File: src/rtl/cam_pix_pkg.sv
package cam_pix_pkg;

    // Channel width of the debayered stream
    localparam int PIX_W = 10;

    // Sensor frame, shrunk for simulation
    localparam int SENSOR_W = 16;
    localparam int SENSOR_H = 12;

    // Crop window, start inclusive and end exclusive
    localparam int CROP_X0 = 4;
    localparam int CROP_X1 = 12;
    localparam int CROP_Y0 = 2;
    localparam int CROP_Y1 = 10;

    // One stored byte per cropped pixel
    localparam int BUF_DEPTH = (CROP_X1 - CROP_X0) * (CROP_Y1 - CROP_Y0);
    localparam int BUF_AW = $clog2(BUF_DEPTH);
    // Needs one extra bit to hold a full frame count
    localparam int CNT_W = BUF_AW + 1;
    localparam int METER_SHIFT = $clog2(BUF_DEPTH);

    // RGB332 byte, packed by field and read back raw
    typedef union packed {
        struct packed {
            logic [2:0] red;
            logic [2:0] green;
            logic [1:0] blue;
        } fields;
        logic [7:0] raw;
    } buf_byte_u;

endpackage

File: src/rtl/cam_reg_pkg.sv
package cam_reg_pkg;

    // APB bus widths
    localparam int ADDR_W = 8;
    localparam int DATA_W = 32;

    // Register map
    localparam logic [ADDR_W-1:0] REG_CTRL = 8'h00;
    localparam logic [ADDR_W-1:0] REG_STATUS = 8'h04;
    localparam logic [ADDR_W-1:0] REG_AVAIL = 8'h08;
    localparam logic [ADDR_W-1:0] REG_DATA = 8'h0C;
    localparam logic [ADDR_W-1:0] REG_METER = 8'h10;

    // CTRL bits
    localparam int CTRL_CAPTURE = 0;

    // STATUS bits
    localparam int STAT_BUSY = 0;
    localparam int STAT_DONE = 1;

    // METER byte lanes
    localparam int METER_RED_LSB = 0;
    localparam int METER_GREEN_LSB = 8;
    localparam int METER_BLUE_LSB = 16;

endpackage

File: src/rtl/pixel_if.sv
`timescale 1ns/1ps

interface pixel_if;
    import cam_pix_pkg::*;

    logic frame_valid;
    logic line_valid;
    logic [PIX_W-1:0] red;
    logic [PIX_W-1:0] green;
    logic [PIX_W-1:0] blue;

    modport source (
        output frame_valid,
        output line_valid,
        output red,
        output green,
        output blue
    );

    modport sink (
        input frame_valid,
        input line_valid,
        input red,
        input green,
        input blue
    );

endinterface

File: src/rtl/cam_ctrl.sv
`timescale 1ns/1ps

module cam_ctrl (
    input logic clock_spi_in,
    input logic mipi_byte_reset_n,

    // APB slave
    input logic psel_i,
    input logic penable_i,
    input logic pwrite_i,
    input logic [cam_reg_pkg::ADDR_W-1:0] paddr_i,
    input logic [cam_reg_pkg::DATA_W-1:0] pwdata_i,
    output logic [cam_reg_pkg::DATA_W-1:0] prdata_o,
    output logic pready_o,
    output logic pslverr_o,

    // Capture buffer
    output logic capture_req_o,
    input logic busy_i,
    input logic done_i,
    input logic [cam_pix_pkg::CNT_W-1:0] frame_bytes_i,
    output logic [cam_pix_pkg::BUF_AW-1:0] rd_addr_o,
    input logic [7:0] rd_data_i,

    // Metering
    input logic [7:0] meter_red_i,
    input logic [7:0] meter_green_i,
    input logic [7:0] meter_blue_i
);
    import cam_pix_pkg::*;
    import cam_reg_pkg::*;

    logic access;
    logic data_rd;
    logic mapped;
    logic wait_q;
    logic capture_req_q;
    logic [CNT_W-1:0] rd_ptr_q;
    logic [CNT_W-1:0] avail;
    logic [DATA_W-1:0] rdata;

    assign access = psel_i && penable_i;
    assign data_rd = access && !pwrite_i && (paddr_i == REG_DATA);

    // DATA reads give the buffer one cycle to present the byte
    assign pready_o = access && (!data_rd || wait_q);
    assign pslverr_o = pready_o && !mapped;
    assign prdata_o = (pready_o && !pwrite_i) ? rdata : '0;

    assign avail = frame_bytes_i - rd_ptr_q;
    assign rd_addr_o = rd_ptr_q[BUF_AW-1:0];
    assign capture_req_o = capture_req_q;

    // Register read mux
    always_comb begin
        mapped = 1'b0;
        rdata = '0;
        case (paddr_i)
            REG_CTRL: begin
                mapped = 1'b1;
            end
            REG_STATUS: begin
                mapped = 1'b1;
                rdata[STAT_BUSY] = busy_i;
                rdata[STAT_DONE] = done_i;
            end
            REG_AVAIL: begin
                mapped = 1'b1;
                rdata[CNT_W-1:0] = avail;
            end
            REG_DATA: begin
                mapped = 1'b1;
                rdata[7:0] = rd_data_i;
            end
            REG_METER: begin
                mapped = 1'b1;
                rdata[METER_RED_LSB +: 8] = meter_red_i;
                rdata[METER_GREEN_LSB +: 8] = meter_green_i;
                rdata[METER_BLUE_LSB +: 8] = meter_blue_i;
            end
            default: begin
                mapped = 1'b0;
            end
        endcase
    end

    always_ff @(posedge clock_spi_in or negedge mipi_byte_reset_n) begin
        if (!mipi_byte_reset_n) begin
            wait_q <= 1'b0;
            capture_req_q <= 1'b0;
            rd_ptr_q <= '0;
        end else begin
            wait_q <= data_rd && !wait_q;

            // One cycle pulse per completed CTRL write
            capture_req_q <= pready_o && pwrite_i && (paddr_i == REG_CTRL) &&
                             pwdata_i[CTRL_CAPTURE];

            // Rewind only when the buffer takes the request
            if (capture_req_q && !busy_i) begin
                rd_ptr_q <= '0;
            end else if (data_rd && wait_q) begin
                rd_ptr_q <= rd_ptr_q + CNT_W'(1);
            end
        end
    end

endmodule

File: src/rtl/camera.sv
`timescale 1ns/1ps

module camera (
    input logic clock_spi_in,
    input logic mipi_byte_reset_n,

    // APB slave
    input logic psel_i,
    input logic penable_i,
    input logic pwrite_i,
    input logic [cam_reg_pkg::ADDR_W-1:0] paddr_i,
    input logic [cam_reg_pkg::DATA_W-1:0] pwdata_i,
    output logic [cam_reg_pkg::DATA_W-1:0] prdata_o,
    output logic pready_o,
    output logic pslverr_o,

    // Debayered pixel stream
    input logic pix_frame_valid_i,
    input logic pix_line_valid_i,
    input logic [cam_pix_pkg::PIX_W-1:0] pix_red_i,
    input logic [cam_pix_pkg::PIX_W-1:0] pix_green_i,
    input logic [cam_pix_pkg::PIX_W-1:0] pix_blue_i
);
    import cam_pix_pkg::*;

    logic capture_req;
    logic busy;
    logic done;
    logic [CNT_W-1:0] frame_bytes;
    logic [BUF_AW-1:0] rd_addr;
    logic [7:0] rd_data;
    logic [7:0] meter_red;
    logic [7:0] meter_green;
    logic [7:0] meter_blue;

    pixel_if sensor_if ();
    pixel_if crop_if ();

    assign sensor_if.frame_valid = pix_frame_valid_i;
    assign sensor_if.line_valid = pix_line_valid_i;
    assign sensor_if.red = pix_red_i;
    assign sensor_if.green = pix_green_i;
    assign sensor_if.blue = pix_blue_i;

    crop u_crop (
        .clock_spi_in(clock_spi_in),
        .mipi_byte_reset_n(mipi_byte_reset_n),
        .in_if(sensor_if.sink),
        .out_if(crop_if.source)
    );

    // Metering sees the crop window only
    metering u_metering (
        .clock_spi_in(clock_spi_in),
        .mipi_byte_reset_n(mipi_byte_reset_n),
        .pix_if(crop_if.sink),
        .red_o(meter_red),
        .green_o(meter_green),
        .blue_o(meter_blue)
    );

    image_buffer u_image_buffer (
        .clock_spi_in(clock_spi_in),
        .mipi_byte_reset_n(mipi_byte_reset_n),
        .pix_if(crop_if.sink),
        .capture_req_i(capture_req),
        .busy_o(busy),
        .done_o(done),
        .frame_bytes_o(frame_bytes),
        .rd_addr_i(rd_addr),
        .rd_data_o(rd_data)
    );

    cam_ctrl u_cam_ctrl (
        .clock_spi_in(clock_spi_in),
        .mipi_byte_reset_n(mipi_byte_reset_n),
        .psel_i(psel_i),
        .penable_i(penable_i),
        .pwrite_i(pwrite_i),
        .paddr_i(paddr_i),
        .pwdata_i(pwdata_i),
        .prdata_o(prdata_o),
        .pready_o(pready_o),
        .pslverr_o(pslverr_o),
        .capture_req_o(capture_req),
        .busy_i(busy),
        .done_i(done),
        .frame_bytes_i(frame_bytes),
        .rd_addr_o(rd_addr),
        .rd_data_i(rd_data),
        .meter_red_i(meter_red),
        .meter_green_i(meter_green),
        .meter_blue_i(meter_blue)
    );

endmodule

File: src/rtl/crop.sv
`timescale 1ns/1ps

module crop (
    input logic clock_spi_in,
    input logic mipi_byte_reset_n,
    pixel_if.sink in_if,
    pixel_if.source out_if
);
    import cam_pix_pkg::*;

    // Position of the pixel currently on the input
    logic [$clog2(SENSOR_W+1)-1:0] col_q;
    logic [$clog2(SENSOR_H+1)-1:0] row_q;
    logic line_valid_q;
    logic in_window;

    assign in_window = (col_q >= CROP_X0) && (col_q < CROP_X1) &&
                       (row_q >= CROP_Y0) && (row_q < CROP_Y1);

    always_ff @(posedge clock_spi_in or negedge mipi_byte_reset_n) begin
        if (!mipi_byte_reset_n) begin
            col_q <= '0;
            row_q <= '0;
            line_valid_q <= 1'b0;
            out_if.frame_valid <= 1'b0;
            out_if.line_valid <= 1'b0;
        end else begin
            line_valid_q <= in_if.line_valid;

            // Column restarts in every line gap
            if (in_if.line_valid) begin
                col_q <= col_q + 1'b1;
            end else begin
                col_q <= '0;
            end

            // Next row begins once a line has ended
            if (!in_if.frame_valid) begin
                row_q <= '0;
            end else if (line_valid_q && !in_if.line_valid) begin
                row_q <= row_q + 1'b1;
            end

            out_if.frame_valid <= in_if.frame_valid;
            out_if.line_valid <= in_if.frame_valid && in_if.line_valid && in_window;
        end
    end

    // Pixel data follows the same one cycle delay
    always_ff @(posedge clock_spi_in) begin
        out_if.red <= in_if.red;
        out_if.green <= in_if.green;
        out_if.blue <= in_if.blue;
    end

endmodule

File: src/rtl/image_buffer.sv
`timescale 1ns/1ps

module image_buffer (
    input logic clock_spi_in,
    input logic mipi_byte_reset_n,
    pixel_if.sink pix_if,
    input logic capture_req_i,
    output logic busy_o,
    output logic done_o,
    output logic [cam_pix_pkg::CNT_W-1:0] frame_bytes_o,
    input logic [cam_pix_pkg::BUF_AW-1:0] rd_addr_i,
    output logic [7:0] rd_data_o
);
    import cam_pix_pkg::*;

    logic armed_q;
    logic capturing_q;
    logic done_q;
    logic frame_valid_q;
    logic [CNT_W-1:0] wr_cnt_q;
    logic fv_rise;
    logic fv_fall;
    logic wr_en;
    buf_byte_u wr_byte;
    buf_byte_u mem [BUF_DEPTH];

    assign fv_rise = pix_if.frame_valid && !frame_valid_q;
    assign fv_fall = frame_valid_q && !pix_if.frame_valid;

    // The frame may open with a valid pixel, so write on the start cycle too
    assign wr_en = (capturing_q || (armed_q && fv_rise)) && pix_if.line_valid &&
                   (wr_cnt_q != CNT_W'(BUF_DEPTH));

    assign busy_o = armed_q || capturing_q;
    assign done_o = done_q;
    assign frame_bytes_o = wr_cnt_q;

    always_ff @(posedge clock_spi_in or negedge mipi_byte_reset_n) begin
        if (!mipi_byte_reset_n) begin
            armed_q <= 1'b0;
            capturing_q <= 1'b0;
            done_q <= 1'b0;
            frame_valid_q <= 1'b0;
            wr_cnt_q <= '0;
        end else begin
            frame_valid_q <= pix_if.frame_valid;

            // Requests while busy are dropped
            if (capture_req_i && !busy_o) begin
                armed_q <= 1'b1;
                done_q <= 1'b0;
                wr_cnt_q <= '0;
            end else if (armed_q && fv_rise) begin
                armed_q <= 1'b0;
                capturing_q <= 1'b1;
            end else if (capturing_q && fv_fall) begin
                capturing_q <= 1'b0;
                done_q <= 1'b1;
            end

            if (wr_en) begin
                wr_cnt_q <= wr_cnt_q + CNT_W'(1);
            end
        end
    end

    // RGB332 from the top bits of each channel
    always_comb begin
        wr_byte.fields.red = pix_if.red[PIX_W-1 -: 3];
        wr_byte.fields.green = pix_if.green[PIX_W-1 -: 3];
        wr_byte.fields.blue = pix_if.blue[PIX_W-1 -: 2];
    end

    always_ff @(posedge clock_spi_in) begin
        if (wr_en) begin
            mem[wr_cnt_q[BUF_AW-1:0]] <= wr_byte;
        end
        rd_data_o <= mem[rd_addr_i].raw;
    end

endmodule

File: src/rtl/metering.sv
`timescale 1ns/1ps

module metering (
    input logic clock_spi_in,
    input logic mipi_byte_reset_n,
    pixel_if.sink pix_if,
    output logic [7:0] red_o,
    output logic [7:0] green_o,
    output logic [7:0] blue_o
);
    import cam_pix_pkg::*;

    // Wide enough for a full window of 8 bit samples
    logic [METER_SHIFT+7:0] red_sum_q;
    logic [METER_SHIFT+7:0] green_sum_q;
    logic [METER_SHIFT+7:0] blue_sum_q;
    logic frame_valid_q;
    logic pixel_valid;
    logic frame_end;

    assign pixel_valid = pix_if.frame_valid && pix_if.line_valid;
    assign frame_end = frame_valid_q && !pix_if.frame_valid;

    always_ff @(posedge clock_spi_in or negedge mipi_byte_reset_n) begin
        if (!mipi_byte_reset_n) begin
            red_sum_q <= '0;
            green_sum_q <= '0;
            blue_sum_q <= '0;
            frame_valid_q <= 1'b0;
            red_o <= '0;
            green_o <= '0;
            blue_o <= '0;
        end else begin
            frame_valid_q <= pix_if.frame_valid;

            if (frame_end) begin
                // Divide by the pixel count and start over
                red_o <= red_sum_q[METER_SHIFT +: 8];
                green_o <= green_sum_q[METER_SHIFT +: 8];
                blue_o <= blue_sum_q[METER_SHIFT +: 8];
                red_sum_q <= '0;
                green_sum_q <= '0;
                blue_sum_q <= '0;
            end else if (pixel_valid) begin
                // Top 8 bits of each channel only
                red_sum_q <= red_sum_q + {{METER_SHIFT{1'b0}}, pix_if.red[PIX_W-1 -: 8]};
                green_sum_q <= green_sum_q + {{METER_SHIFT{1'b0}}, pix_if.green[PIX_W-1 -: 8]};
                blue_sum_q <= blue_sum_q + {{METER_SHIFT{1'b0}}, pix_if.blue[PIX_W-1 -: 8]};
            end
        end
    end

endmodule

File: config.mk
export PLATFORM = sky130hd
export DESIGN_NAME = camera
export DESIGN_NICKNAME = d
export VERILOG_FILES = /design/src/rtl/cam_pix_pkg.sv /design/src/rtl/cam_reg_pkg.sv /design/src/rtl/pixel_if.sv /design/src/rtl/cam_ctrl.sv /design/src/rtl/camera.sv /design/src/rtl/crop.sv /design/src/rtl/image_buffer.sv /design/src/rtl/metering.sv
export SDC_FILE = /design/constraint.sdc
export NUM_CORES = 1
export LEC_CHECK = 0
export BUFFER_PORTS_ARGS = -buffer_cell sky130_fd_sc_hd__buf_2
export CORE_MARGIN = 1.5
export CORE_UTILIZATION = 55
export CTS_CLUSTER_SIZE = 20
export DETAILED_ROUTE_END_ITERATION = 10
export PLACE_DENSITY_LB_ADDON = 0.25
export SLEW_MARGIN = 20
export SYNTH_ARGS = -nofsm -noshare
export SYNTH_HDL_FRONTEND = slang
export SYNTH_SLANG_ARGS = --single-unit
File: constraint.sdc
create_clock -name clock_spi_in -period 2.3 [get_ports clock_spi_in]
set_input_delay 0 -clock clock_spi_in [delete_from_list [all_inputs] [get_ports clock_spi_in]]
set_output_delay 0 -clock clock_spi_in [all_outputs]
set_load 0.005 [all_outputs]
==> flow_metrics.tcl <==
set metrics [dict create \
    crit_chain "inv_2 > ha_4 > inv_2 > fa_2 > a211oi_2 > o21bai_1 > a21oi_1 > xnor2_1 > a222oi_1 > nor2_1 > buf_2" \
    worst_slew_pin_slew_ns 1.012 \
    dr.pass1.iters 6 \
    grt_antenna_before_repair 1 \
    wire_per_inst_um 25.33 \
    clock_sinks 642 \
    grt_use_total_pct 26.35 \
    chipHeight_um 220.4 \
    final-hold-violation-count 0 \
    crit_required_ns 2.30 \
    overflow 0 \
    rsz0062_at_grt "true" \
    layout_common_cells "512 x edfxtp_1, 149 x nand2_1, 128 x mux4_2" \
    crit_path_start_kind "flip-flop" \
    fin_tns_setup_ns -3.113 \
    yosysSeqAreaShare_pct 71.04 \
    grt_max_degree 65 \
    clk_latency_ns 0.67 \
    wirelength_um 62890 \
    h-tree-depth 2 \
    drt-vias-per-instance 6.138 \
    drcViolationCount 0 \
    power_mw 23.72 \
    final_net_count 1944 \
    yosysUniqueCellTypes 65 \
    dieArea_um2 48580 \
    coreArea_um2 46560 \
    power.density_nw_per_um2 740.8 \
    num_rows 79 \
    cp_slowest_cell "fa_2" \
    initial_core_util_pct 55.84 \
    setup_slack_ns -0.5689 \
    hold_path.class "in -> reg" \
    cp_max_fo 2 \
    critPathMaxStageDelay_ns 0.40 \
    io_buffer_count 65 \
    die_w_um 220.4 \
    final_core_util_pct 68.78 \
    synth-edff-count 512 \
    synth_area_per_cell_um2 16.73 \
    route.vias.total 15240 \
    num_antenna_cells 0 \
    cts_tree "yes" \
    vdd_drop_max_uv 1158 \
    p_leak_nw 11.15 \
    final_antenna_net_count 0 \
    syn_area_um2 25990 \
    layout-drive-gt1-share_pct 32.41 \
    fin_crit_sh_pct 124.7 \
    skew_ns 0.03154 \
    drt_iter0_drc 1730 \
    io_pins 111 \
    synthCells 1554 \
    max_slew_margin_pct 32.33 \
    final_common_cell "edfxtp_1" \
    cts_buffers 61 \
    syn_to_final_growth_pct 23.19 \
    async_flop_share_pct 15.26 \
    crit_type "reg -> out" \
    cp_common_cell "inv_2" \
    place_hpwl_um 38180 \
    layoutNonFillerInstCount 2483 \
    setup_viol 14 \
    fin_crit_ns 2.869 \
    fmax_mhz 348.6 \
    endpoint_kind "output pin" \
    synth_flop_cell "edfxtp_1" \
    pre_cts_slack_ns -0.4931 \
    violations "negative setup slack" \
    cts.clk_slew.worst_paths_ns 0.07 \
    final_max_slew_viol_count 0 \
    dp.cells 2269 \
    ys_seq_elements 642 \
    grt_pass1_vias 15197 \
    root_buffer "clkbuf_16" \
    arrival_ns 2.87 \
    gp_congestion 0.8852 \
    clock_path_buffers 3 \
    status "finished, violations left" \
    yosys_warnings 0 \
    maxCapViolCount 0 \
    grt_pass1_wl_um 93720 \
]
==> state kept, by name (all words and copies together), names as in the netlist, 14 cells and up <==
register,flops
u_image_buffer.mem,512
u_metering.blue_sum_q,14
u_metering.green_sum_q,14
u_metering.red_sum_q,14
==> cells by family after synthesis <==
kind of cell | after synthesis | synth area share (%)
buffers and inverters | 97 | 1.622
muxes | 149 | 11.90
and+or+nand+nor | 390 | 6.878
DFF | 642 | 71.04
AOI/OAI and AO/OA | 202 | 5.391
other | 1 | 0.01443
adders and majority gates | 40 | 2.041
xor gates and xnor gates | 33 | 1.112
==> through the flow <==
stage | area, um2 | hold slack [ns]
global route | 32020 | 0.1280
floorplan | 26030 | -0.2956
global placement | 27840 | 0.04028
detailed placement | 27840 | 0.04623
CTS | 31450 | 0.08255
finish | 32020 | 0.09979
==> final timing paths <==
check | startpoint | endpoint | slack [ns] | cells past startpoint
min reg2reg | u_metering.blue_o[6] | u_metering.blue_o[6] | 0.47 | 2
min in group asynchronous | mipi_byte_reset_n | u_metering.red_sum_q[1] | 0.43 | 4
max in group asynchronous | mipi_byte_reset_n | u_cam_ctrl.rd_ptr_q[0] | 1.54 | 4
max | u_image_buffer.frame_bytes_o[0] | prdata_o[6] | -0.57 | 11
max reg2reg | u_cam_ctrl.rd_ptr_q[0] | u_image_buffer.rd_data_o[7] | -0.22 | 9
min | pix_line_valid_i | u_crop.line_valid_q | 0.1 | 2
==> critical path: cells and delay by family, from the launching register on <==
family | cells | cell delay (ns)
xor gates and xnor gates | 1 | 0.09
and+or+nand+nor | 1 | 0.13
adders and majority gates | 2 | 0.53
AOI/OAI and AO/OA | 4 | 0.78
DFF | 1 | 0.39
buffers and inverters | 3 | 0.28
==> layer usage <==
layer | up-vias | routed length [um] | track usage [%] | part of all wire [%]
met5 | - | 0 | 0 | 0
met4 | 0 | 1840 | 9.955 | 2.9
met2 | 650 | 30680 | 42.12 | 49
li1 | 6607 | - | - | -
met1 | 7873 | 25890 | 36.81 | 41
met3 | 110 | 4482 | 4.426 | 7.1
==> cells in the mapped netlist (8+ instances only) <==
cell type / instances / area (um2)
edfxtp_1: 512 / 15370
buf_2: 16 / 80.08
a21o_1: 9 / 67.56
xor2_1: 15 / 131.4
clkbuf_1: 42 / 157.7
nor2_1: 119 / 446.7
nor3_1: 9 / 45.04
mux4_2: 128 / 2883
mux2i_1: 21 / 210.2
a22oi_1: 35 / 262.8
xnor2_1: 18 / 157.7
a21oi_1: 20 / 100.1
and2_2: 14 / 105.1
dfxtp_1: 32 / 640.6
buf_4: 8 / 60.06
inv_1: 25 / 93.84
nand3_1: 29 / 145.1
nand2_1: 155 / 581.8
ha_1: 36 / 450.4
and2_1: 13 / 81.33
nor2b_1: 9 / 56.30
a22o_1: 17 / 148.9
dfrtp_1: 98 / 2452
o21ai_0: 52 / 260.3
a221oi_1: 12 / 105.1
==> repair_timing <==
item | CTS | global route
setup buffers | 14 | 24
hold buffers | 61 | 0
hold endpoints to repair | 142 | 0
setup endpoints to repair | 472 | 485
pin swaps | 25 | 43
gates cloned | 3 | 4
resized for setup | 164 | 71
==> where the power goes <==
| part | leakage, nW | internal [mW] | switching [mW] |
|---|---|---|---|
| registers | 6.21 | 12.6 | 0.0503 |
| logic | 3.92 | 0.189 | 0.353 |
| clock network | 1.02 | 6.10 | 4.45 |
==> cell type report <==
cell class	count	area, um2
Clock buffer	69	1588
Clock inverter	43	516.7
Fill cell	2924	14530
Inverter	26	97.59
Multi-Input combinational cell	822	8016
Sequential cell	642	18490
Tap cell	607	759.5
Timing Repair Buffer	274	2559
No activity file was read; power rests on OpenSTA's default activity.
